`src/hw/trig_pkg.sv`:
```
package trig_pkg;

    localparam int CMD_W = 16;
    localparam int DELAY_W = 10; // Delay in ms, 0 to 1023.
    localparam int SLOT_W = 12;
    localparam int NUM_SLOTS = 8;

    localparam logic [SLOT_W-1:0] DEF_SLOT_MS = 12'd500;

    typedef logic [2:0] trig_mode_t;

    // Fire view of a command word.
    typedef struct packed {
        logic               op; // 0 for fire.
        logic [1:0]         ch;
        trig_mode_t         mode;
        logic [DELAY_W-1:0] delay_ms;
    } trig_fire_t;

    // Config view of a command word.
    typedef struct packed {
        logic              op; // 1 for config.
        logic [2:0]        rsvd;
        logic [SLOT_W-1:0] slot_ms;
    } trig_cfg_t;

    typedef union packed {
        trig_fire_t fire;
        trig_cfg_t  cfg;
    } trig_cmd_u;

    // Bit i is the pin level during slot i.
    function automatic logic [NUM_SLOTS-1:0] mode_mask(input trig_mode_t mode);
        logic [NUM_SLOTS-1:0] mask;
        case (mode)
            3'd0: mask = 8'h01; // 1 high, 1 low.
            3'd1: mask = 8'h05;
            3'd2: mask = 8'h03;
            3'd3: mask = 8'h33;
            3'd4: mask = 8'h0D;
            3'd5: mask = 8'h09;
            3'd6: mask = 8'h1B;
            3'd7: mask = 8'h0F; // 4 high, 4 low.
            default: mask = '0;
        endcase
        return mask;
    endfunction

endpackage
```
`src/hw/trig_ch_if.sv`:
```
`timescale 1ns/1ps

interface trig_ch_if;
    import trig_pkg::*;

    logic               start; // One cycle pulse from the decoder.
    trig_mode_t         mode;
    logic [DELAY_W-1:0] delay_ms;
    logic [SLOT_W-1:0]  slot_ms;
    logic               busy;
    logic               done;

    modport ctrl (
        output start,
        output mode,
        output delay_ms,
        output slot_ms,
        input  busy,
        input  done
    );

    modport chan (
        input  start,
        input  mode,
        input  delay_ms,
        input  slot_ms,
        output busy,
        output done
    );

endinterface

```
`src/hw/trig_top.sv`:
```
`timescale 1ns/1ps

module trig_top #(
    parameter int NUM_CH  = 2,
    parameter int MS_CLKS = 75000
) (
    input  logic                       clk,
    input  logic                       rst,
    input  logic                       cmd_valid,
    input  logic [trig_pkg::CMD_W-1:0] cmd_data,
    output logic                       cmd_ready,
    output logic [NUM_CH-1:0]          pin,
    output logic [NUM_CH-1:0]          busy,
    output logic [NUM_CH-1:0]          done
);

    trig_ch_if ch_if [NUM_CH] ();

    trig_cmd_decoder #(
        .NUM_CH(NUM_CH)
    ) decoder_i (
        .clk(clk),
        .rst(rst),
        .cmd_valid(cmd_valid),
        .cmd_data(cmd_data),
        .cmd_ready(cmd_ready),
        .ch(ch_if)
    );

    // One pulse generator per channel.
    for (genvar i = 0; i < NUM_CH; i++) begin : g_out
        trig_pulse_out #(
            .MS_CLKS(MS_CLKS)
        ) out_i (
            .clk(clk),
            .rst(rst),
            .ch(ch_if[i]),
            .pin(pin[i])
        );

        assign busy[i] = ch_if[i].busy;
        assign done[i] = ch_if[i].done;
    end

endmodule

```
`src/hw/trig_pulse_out.sv`:
```
`timescale 1ns/1ps

module trig_pulse_out #(
    parameter int MS_CLKS = 75000
) (
    input  logic    clk,
    input  logic    rst,
    trig_ch_if.chan ch,
    output logic    pin
);
    import trig_pkg::*;

    localparam logic [1:0] IDLE  = 2'd0;
    localparam logic [1:0] DELAY = 2'd1;
    localparam logic [1:0] SLOT  = 2'd2;
    localparam logic [1:0] DONE  = 2'd3;

    localparam int PRE_W = (MS_CLKS > 1) ? $clog2(MS_CLKS) : 1;
    localparam int IDX_W = $clog2(NUM_SLOTS);

    logic [1:0]           state;
    logic [1:0]           next_state;
    logic [PRE_W-1:0]     pre_cnt;   // Clocks within the current ms.
    logic [SLOT_W-1:0]    ms_cnt;
    logic [SLOT_W-1:0]    ms_target;
    logic [IDX_W-1:0]     slot_idx;
    logic [NUM_SLOTS-1:0] mask;
    logic                 running;
    logic                 ms_tick;
    logic                 ms_last;
    logic                 last_slot;
    logic                 done_r;

    assign running   = (state == DELAY) || (state == SLOT);
    assign ms_tick   = (pre_cnt == PRE_W'(MS_CLKS - 1));
    assign ms_target = (state == DELAY) ? SLOT_W'(ch.delay_ms) : ch.slot_ms;
    assign ms_last   = ms_tick && (ms_cnt == ms_target - 1'b1); // End of delay or slot.
    assign last_slot = (slot_idx == IDX_W'(NUM_SLOTS - 1));
    assign mask      = mode_mask(ch.mode);

    always_ff @(posedge clk or posedge rst) begin
        if (rst) begin
            state <= IDLE;
        end else begin
            state <= next_state;
        end
    end

    always_comb begin
        next_state = state;
        case (state)
            IDLE: begin
                if (ch.start) begin
                    // No delay means the first slot starts right away.
                    next_state = (ch.delay_ms == '0) ? SLOT : DELAY;
                end
            end
            DELAY: begin
                if (ms_last) begin
                    next_state = SLOT;
                end
            end
            SLOT: begin
                if (ms_last && last_slot) begin
                    next_state = DONE;
                end
            end
            DONE: next_state = IDLE;
            default: next_state = IDLE;
        endcase
    end

    // Millisecond prescaler.
    always_ff @(posedge clk or posedge rst) begin
        if (rst) begin
            pre_cnt <= '0;
        end else if (!running || ms_tick) begin
            pre_cnt <= '0;
        end else begin
            pre_cnt <= pre_cnt + 1'b1;
        end
    end

    always_ff @(posedge clk or posedge rst) begin
        if (rst) begin
            ms_cnt <= '0;
        end else if (!running || ms_last) begin
            ms_cnt <= '0;
        end else if (ms_tick) begin
            ms_cnt <= ms_cnt + 1'b1;
        end
    end

    always_ff @(posedge clk or posedge rst) begin
        if (rst) begin
            slot_idx <= '0;
        end else if (state != SLOT) begin
            slot_idx <= '0;
        end else if (ms_last && !last_slot) begin
            slot_idx <= slot_idx + 1'b1;
        end
    end

    // Pin and done trail the state by one clock.
    always_ff @(posedge clk or posedge rst) begin
        if (rst) begin
            pin    <= 1'b0;
            done_r <= 1'b0;
        end else begin
            pin    <= (state == SLOT) && mask[slot_idx];
            done_r <= (state == DONE);
        end
    end

    assign ch.done = done_r;
    assign ch.busy = (state != IDLE) || done_r; // Held through the done cycle.

endmodule

```
`src/hw/trig_cmd_decoder.sv`:
```
`timescale 1ns/1ps

module trig_cmd_decoder #(
    parameter int NUM_CH = 2
) (
    input  logic                clk,
    input  logic                rst,
    input  logic                cmd_valid,
    input  trig_pkg::trig_cmd_u cmd_data,
    output logic                cmd_ready,
    trig_ch_if.ctrl             ch [NUM_CH]
);
    import trig_pkg::*;

    logic [NUM_CH-1:0] ch_busy; // Busy, or a start still on its way.
    logic [SLOT_W-1:0] slot_ms_r;
    logic              is_cfg;
    logic              accept;
    logic              fire_hs;
    logic              cfg_hs;

    assign is_cfg = cmd_data.cfg.op;

    // Config waits for every channel, a fire only for its own one.
    always_comb begin
        cmd_ready = 1'b1;
        if (is_cfg) begin
            cmd_ready = ~|ch_busy;
        end else begin
            for (int i = 0; i < NUM_CH; i++) begin
                if (cmd_data.fire.ch == 2'(i)) begin
                    cmd_ready = ~ch_busy[i];
                end
            end
        end
    end

    assign accept  = cmd_valid && cmd_ready;
    assign fire_hs = accept && !is_cfg;
    assign cfg_hs  = accept && is_cfg;

    // Shared slot length. A zero is taken as 1 ms.
    always_ff @(posedge clk or posedge rst) begin
        if (rst) begin
            slot_ms_r <= DEF_SLOT_MS;
        end else if (cfg_hs) begin
            if (cmd_data.cfg.slot_ms == '0) begin
                slot_ms_r <= SLOT_W'(1);
            end else begin
                slot_ms_r <= cmd_data.cfg.slot_ms;
            end
        end
    end

    for (genvar i = 0; i < NUM_CH; i++) begin : g_ch
        logic               sel;
        logic               start_q;
        trig_mode_t         mode_q;
        logic [DELAY_W-1:0] delay_q;

        assign sel = fire_hs && (cmd_data.fire.ch == 2'(i));

        always_ff @(posedge clk or posedge rst) begin
            if (rst) begin
                start_q <= 1'b0;
            end else begin
                start_q <= sel; // Start in the cycle after the handshake.
            end
        end

        always_ff @(posedge clk) begin
            if (sel) begin
                mode_q  <= cmd_data.fire.mode;
                delay_q <= cmd_data.fire.delay_ms;
            end
        end

        assign ch_busy[i]     = ch[i].busy | start_q;
        assign ch[i].start    = start_q;
        assign ch[i].mode     = mode_q;
        assign ch[i].delay_ms = delay_q;
        assign ch[i].slot_ms  = slot_ms_r;
    end

endmodule

```
`config.mk`:
```
export PLATFORM = sky130hd
export DESIGN_NAME = trig_top
export DESIGN_NICKNAME = d
export VERILOG_FILES = /design/src/hw/trig_pkg.sv /design/src/hw/trig_ch_if.sv /design/src/hw/trig_top.sv /design/src/hw/trig_pulse_out.sv /design/src/hw/trig_cmd_decoder.sv
export SDC_FILE = /design/constraint.sdc
export NUM_CORES = 1
export LEC_CHECK = 0
export ABC_AREA = 1
export BUFFER_PORTS_ARGS = -buffer_cell sky130_fd_sc_hd__buf_4
export CELL_PAD_IN_SITES_DETAIL_PLACEMENT = 0
export CELL_PAD_IN_SITES_GLOBAL_PLACEMENT = 1
export CORE_MARGIN = 3
export CORE_UTILIZATION = 42
export CTS_BUF_LIST = sky130_fd_sc_hd__clkbuf_8
export CTS_CLUSTER_DIAMETER = 40
export DETAILED_ROUTE_END_ITERATION = 6
export PLACE_DENSITY_LB_ADDON = 0.15
export RECOVER_POWER = 25
export SYNTH_ARGS = -nofsm -noshare
export SYNTH_HDL_FRONTEND = slang
export SYNTH_SLANG_ARGS = --single-unit
```
`constraint.sdc`:
```
create_clock -name clk -period 5.17 [get_ports clk]
set_clock_uncertainty 0.2 [all_clocks]
set_input_delay 0.517 -clock clk [delete_from_list [all_inputs] [get_ports clk]]
set_output_delay 0.517 -clock clk [all_outputs]
set_load 0.1 [all_outputs]
```
==> results of run 1 <==
[power breakdown]
group	switching, mW	internal (mW)
Combinational	1.24	0.515
Sequential	0.107	1.12
Clock	0.385	0.419
Total	1.73	2.05
[what timing repair did]
item | in CTS | in global routing
hold endpoints to repair | 36 | 0
hold buffers | 1 | 0
buffers inserted | 0 | 0
[cell usage after synthesis (8+ instances only)]
master	instances
o21ai_1	12
nand4_1	15
edfxtp_1	26
nand2_1	232
nor3_1	24
mux2_2	8
nor2_2	10
a21oi_1	22
ha_1	27
dfrtp_1	80
inv_1	119
xor2_1	26
dfxtp_1	10
nor2_1	112
o21ai_0	31
nand3_1	59
[stage by stage]
stage	setup WS (ps)	std cells	utilization (%)	instance area (sq um)
after detailed placement	1600	1120	45.7	7330
after global placement	1680	1120	45.7	7330
final	1580	1153	47.8	7670
after global routing	1170	1153	47.8	7670
after CTS	1590	1153	48.1	7720
after floorplan	2240	895	-	6990
[layer usage]
layer,GRT usage [%],vias to the layer above,share of wire (%)
li1,-,2915,-
met1,26.1,2652,50
met2,28.7,81,46
met3,4.62,8,3.8
met4,4.31,0,0.74
met5,0,-,0
[registers in the layout, indices dropped and copies added (netlist names)]
register               count
decoder_i.ch.start         2
g_out.out_i.ms_cnt        24
g_out.out_i.slot_idx       6
g_out.out_i.pin            2
g_out.out_i.ch.done        2
decoder_i.ch.slot_ms      12
g_out.out_i.state          4
g_out.out_i.pre_cnt       34
g_out.out_i.mask          10
decoder_i.ch.delay_ms     20
decoder_i.ch.mode          6
[worst max-delay path, delay by kind of cell (launching register included)]
kind / cells / cell delay (ps)
and+or+nand+nor: 14 / 1390
adders and majority gates: 2 / 910
buffers and inverters: 3 / 500
DFF: 1 / 420
AOI/OAI and AO/OA: 1 / 70
[cell families (layout without fill, tap and decap cells)]
| family | Yosys count | count (layout) |
|---|---|---|
| AND/OR/NAND/NOR | 481 | 481 |
| buffers and inverters | 143 | 185 |
| flip-flops | 122 | 122 |
| multiplexers | 9 | 9 |
| XOR/XNOR | 33 | 33 |
| AO/OA/AOI/OAI | 80 | 80 |
| adder cells (fa/ha/maj) | 27 | 27 |
[final timing paths]
path,from,to,cells after the start
worst min register to register,g_out[0].out_i.pre_cnt[0],g_out[0].out_i.pre_cnt[0],1
worst min-delay path,cmd_data[12],decoder_i.ch[1].mode[2],1
worst max register to register,g_out[1].out_i.state[1],g_out[1].out_i.slot_idx[1],20
max in group asynchronous,rst,g_out[0].out_i.ms_cnt[5],4
min in group asynchronous,rst,g_out[1].out_i.pin,3
worst max-delay path,g_out[1].out_i.state[1],g_out[1].out_i.slot_idx[1],20
[final cells by class]
| class | instances | area (sq um) | share of cell area (%) |
|---|---|---|---|
| Clock inverter | 15 | 139 | 1.81 |
| Sequential cell | 122 | 3140 | 41.0 |
| Timing Repair Buffer | 27 | 156 | 2.04 |
| Inverter | 126 | 474 | 6.18 |
| Tap cell | 216 | 270 | 3.52 |
| Multi-Input combinational cell | 630 | 3250 | 42.4 |
| Clock buffer | 17 | 234 | 3.05 |
==> results.yml, run 1 <==
status:
  status: "complete, but fails checks"
  violations: "max-capacitance violations, max-slew violations"
route:
  firstDrtPassIters: 5
  ant_nets: 0
  vias_per_cell: 4.91
  drc_errors: 0
  drt_iter0_drc: 332
  wire_per_inst_um: 13.9
  via_count: 5656
  totalWireLength_um: 16000
sta:
  relSlewSlack_pct: -15.8
  slew_viol_final: 38
  tns_ps: 0
  tightest_slew_ps: 1730
  period_minus_slack_ps: 3590
  timing.hold.ws_ps: 142
  period_share_pct: 69.5
  grt_setup_unrepaired: "false"
  fmax_mhz: 278
  hold_violations: 0
  setup_viol: 0
floorplanning:
  start_util_pct: 43.5
  num_rows: 46
  fp.dieW_um: 135
  dieArea_sq_um: 18200
  pin_count: 26
  die-height_um: 135
  core_region_area_sq_um: 16100
setup_path:
  crit_top_cell: "nand2_1"
  slowest_stage: "ha_1"
  cp.arrival_ps: 3710
  startpoint_type: "register"
  critPathKind: "reg -> reg"
  endpoint_kind: "register"
  cp_max_fo: 24
  crit_path_max_incr_delay_ps: 670
  r2r_slack_ps: 1580
  cp.required_ps: 5290
  cp_cell_sequence: "inv_1 -> ha_1 -> inv_2 -> nand2_1 -> nand2_1 -> ha_1 -> nand3_1 -> nor2_1 -> nand2_1 -> clkinv_1 -> nand2_1 -> nand2_1 -> nand2_1 -> o21ai_1 -> nor2_2 -> nand3_4 -> nor2_4 -> nor2_1 -> nand2_1 -> nand2_1"
synthesis:
  synth_compound_area_share_pct: 6.36
  async_flop_share_pct: 70.5
  synth_edf_count: 26
  synth_top_area_share_pct: 28.6
  synth_fp_nets: 941
  synthCells: 895
  synth_adder_area_share_pct: 4.83
  synthMuxAreaShare_pct: 1.43
  syn_avg_cell_area_sq_um: 7.81
  synth_top_flop_cell: "dfrtp_1"
  syn-cell-area_sq_um: 6990
  synth_simple_gate_area_share_pct: 29.8
  yosysTopAreaCell: "dfrtp_1"
  synth.distinct_cells: 45
  synth_xor_xnor_area_share_pct: 4.14
  ys_ff_latch: 122
  yosys_warnings: 0
  ys_seq_area_share_pct: 44.9
  yosys-top-cells-area: "dfrtp_1, nand2_1, edfxtp_1"
  synth_top_family_by_area: "simple AND/OR/NAND/NOR gates"
placement:
  numPortBuffers: 25
  dp_hpwl_um: 12300
  routabilityCongestion: 0.875
global_route:
  grt_first_pass_wirelength_um: 26500
  gr-total-overflow: 0
  grt_pass1_vias: 5411
  grt_max_degree: 51
  antenna_found_initial: 0
  gr-usage-all-layers_pct: 18.5
clock_network:
  cts_num_sinks: 122
  numCtsBuffers: 17
  cts_root_buffer: "clkbuf_8"
  cts-resized-gates: 0
  h-tree-depth: 4
  clock_latency_ps: 430
  clock_path_buffers: 2
  cts.reportedPaths.clkPinSlew_ps: 80
  cts_tree: "done"
power:
  p_leak_nw: 3.57
  ir_drop_mv: 0.310
  power_mw: 3.78
  p_per_area_nw_per_um2: 493
cells_and_area:
  area_growth_pct: 9.74
  layout-drive-gt1-share_pct: 9.61
  layout.nets: 970
  n_antenna_cell: 0
  most-common-layout-cells: "nand2_1, inv_1, nor2_1"
  fillers: 1613
  final_common_cell: "nand2_1"
worst_hold_path:
  min_path_type: "in -> reg"
flow_run:
  cap_violations: 1
No activity file was read; power rests on OpenSTA's default activity.
==> inputs of run 2 (changes only) <==
- ABC_AREA: 1 -> 0
- clock period: 5.17 -> 3.6 ns (I/O delays scaled with it)
==> run 2 against run 1 <==
  * The run still ends with max-capacitance violations, max-slew violations left
  * Utilization grew 2.0 points
  * Die area shrank 0.22%
  * Sequential cell count is the same
  * Final cell count shrank 16%
  * Non-clock buffer count grew 28
  * Global-route usage grew 0.58 points
  * Register-to-register slack lost 1400 ps
  * First-iteration DRC count shrank 9.3%
  * Fmax grew 6.3%
  * Synthesized cell count shrank 23%
  * Sequential share of layout area shrank 1.7 points
  * Critical path type unchanged
  * Largest cell class unchanged
  * Largest power group unchanged
  * Highest routed layer unchanged
==> results.yml, run 2 <==
global_route:
  busiest_layer: "met2"
  antenna_found_initial: 0
  met3_usage_pct: 3.99
  met1_usage_pct: 25.8
  grt_first_pass_wirelength_um: 27200
  grt_pass1_vias: 5227
  grt_max_degree: 46
  met2_usage_pct: 29.9
  gr-usage-all-layers_pct: 19.0
  gr-total-overflow: 0
setup_path:
  endpoint_kind: "register"
  cp.arrival_ps: 3520
  crit_family: "simple AND/OR/NAND/NOR gates"
  worst-path-buf-inv: 1
  slowest_stage: "dfrtp_1"
  cp_cell_sequence: "inv_1 -> ha_4 -> mux2i_2 -> ha_1 -> xnor2_1 -> xnor2_1 -> nand3_1 -> nor4_2 -> nand3b_1 -> a2111o_1 -> nand2_1 -> mux2_2"
  crit_top_cell: "xnor2_1"
  crit_path_max_incr_delay_ps: 410
  cp_max_fo: 9
  startpoint_type: "register"
  critPathKind: "reg -> reg"
  cp.required_ps: 3730
synthesis:
  yosys-top-cells-area: "dfrtp_1, edfxtp_1, xor2_1"
  synth_edf_count: 26
  synth.most_common_cell: "nor2_1"
  synthCells: 693
  synth_top_flop_cell: "dfrtp_1"
  yosys_warnings: 0
  synth.distinct_cells: 70
  syn-cell-area_sq_um: 6970
  yosysTopAreaCell: "dfrtp_1"
  async_flop_share_pct: 70.5
  synth_fp_nets: 739
  synth_top_area_share_pct: 28.7
  syn_avg_cell_area_sq_um: 10.1
  ys_seq_area_share_pct: 45.0
  ys_ff_latch: 122
  synth_commonest_cells: "nor2_1, dfrtp_1, nand2_1, xor2_1, xnor2_1"
status:
  violations: "max-capacitance violations, max-slew violations"
  status: "complete, but fails checks"
route:
  drc_errors: 0
  firstDrtPassIters: 5
  totalWireLength_um: 16200
  wire_per_inst_um: 16.7
  ant_nets: 0
  drt_iter0_drc: 301
  vias_per_cell: 5.38
  via_count: 5232
power:
  power_mw: 5.51
  p_leak_nw: 3.31
  ir_drop_mv: 0.688
  p_per_area_nw_per_um2: 689
clock_network:
  h-tree-depth: 4
  cts_tree: "done"
  post_cts_buffers: 0
  clock_latency_ps: 450
  cts_root_buffer: "clkbuf_8"
  cts_num_sinks: 122
  cts.reportedPaths.clkPinSlew_ps: 70
  numCtsBuffers: 17
  clock_path_buffers: 2
cells_and_area:
  layout-drive-gt1-share_pct: 15.3
  area_growth_pct: 14.7
  regMostFlops: "g_out.out_i.pre_cnt"
  n_antenna_cell: 0
  postLayoutCoreUtil_pct: 49.8
  final_common_cell: "nor2_1"
  most-common-layout-cells: "nor2_1, dfrtp_1, xor2_1"
  largest_register_ff_count: 34
  layout.nets: 789
floorplanning:
  die-height_um: 135
  num_rows: 46
  core_region_area_sq_um: 16100
  pin_count: 26
  fp.dieW_um: 135
  dieArea_sq_um: 18200
  start_util_pct: 43.4
sta:
  timing.hold.ws_ps: 255
  period_minus_slack_ps: 3380
  relSlewSlack_pct: -31.7
  tns_ps: 0
  setup_viol: 0
  grt_setup_unrepaired: "false"
  tightest_slew_ps: 1960
  period_share_pct: 93.9
  hold_violations: 0
  slew_viol_final: 42
  fmax_mhz: 296
worst_hold_path:
  min_path_type: "in -> reg"
placement:
  numPortBuffers: 25
  routabilityCongestion: 0.915
  dp_hpwl_um: 11900
flow_run:
  cap_violations: 1
==> run 2: final cells by class <==
type / count / area (sq um)
clock buffers: 18 / 248
well taps: 216 / 270
fillers: 1532 / 8060
inverters: 34 / 129
clock inverters: 14 / 145
flip-flops and latches: 122 / 3140
repair buffers: 55 / 424
multi-input cells: 513 / 3640
==> run 2: kinds of logic (layout without fill, tap and decap cells) <==
kind of cell,count (synthesis),in the layout,synth area share (%)
buffers and inverters,58,121,3.61
xor gates and xnor gates,78,78,9.80
muxes,47,47,7.09
DFF,122,122,45.0
adders and majority gates,27,27,4.85
and+or+nand+nor,293,293,22.5
AOI/OAI and AO/OA,68,68,7.07
==> run 2: power by group <==
part           switching (mW)  internal [mW]
Combinational            1.53          0.945
Clock                   0.582          0.634
Sequential              0.228           1.60
==> run 2: worst paths after layout <==
| check | from | to | slack [ps] | cells past startpoint |
|---|---|---|---|---|
| worst min-delay path | cmd_data[14] | g_out[0].out_i.mask[3] | 250 | 5 |
| worst max-delay path | g_out[0].out_i.state[1] | g_out[0].out_i.state[1] | 220 | 12 |
| worst min register to register | g_out[0].out_i.pre_cnt[0] | g_out[0].out_i.pre_cnt[0] | 280 | 1 |
| worst max register to register | g_out[0].out_i.state[1] | g_out[0].out_i.state[1] | 220 | 12 |
| min in group asynchronous | rst | g_out[1].out_i.pre_cnt[8] | 780 | 3 |
| max in group asynchronous | rst | decoder_i.ch[0].slot_ms[7] | 1420 | 4 |
==> run 2: metrics by stage <==
stage / cell area (sq um) / cells / setup slack, ps
after floorplan: 6980 / 693 / 21.2
after global placement: 7460 / 926 / -27.0
after detailed placement: 7460 / 926 / -95.4
after CTS: 8000 / 972 / 6.41
after global routing: 8000 / 972 / 13.5
final: 8000 / 972 / 218
==> run 2: metal layers <==
metal	wire, um	share of wire [%]	vias up
met1	7710	48	2558
met4	331	2.0	0
met3	509	3.1	23
li1	-	-	2559
met5	0	0	-
met2	7680	47	92
==> run 2: repair_timing <==
action                                 4_1_cts  5_1_grt
pin swaps                                    0        2
gates resized for setup                      2       11
setup endpoints to repair                   12       20
cloned                                       0        0
hold buffers                                14        0
endpoints found under the hold margin       78        0
==> run 2: worst register-to-register path: stages, from the launching register on <==
cell,delay (ps)
dfrtp_1,410
inv_1,170
ha_4,240
mux2i_2,290
ha_1,230
xnor2_1,140
xnor2_1,140
nand3_1,180
nor4_2,410
nand3b_1,130
a2111o_1,290
nand2_1,110
mux2_2,340
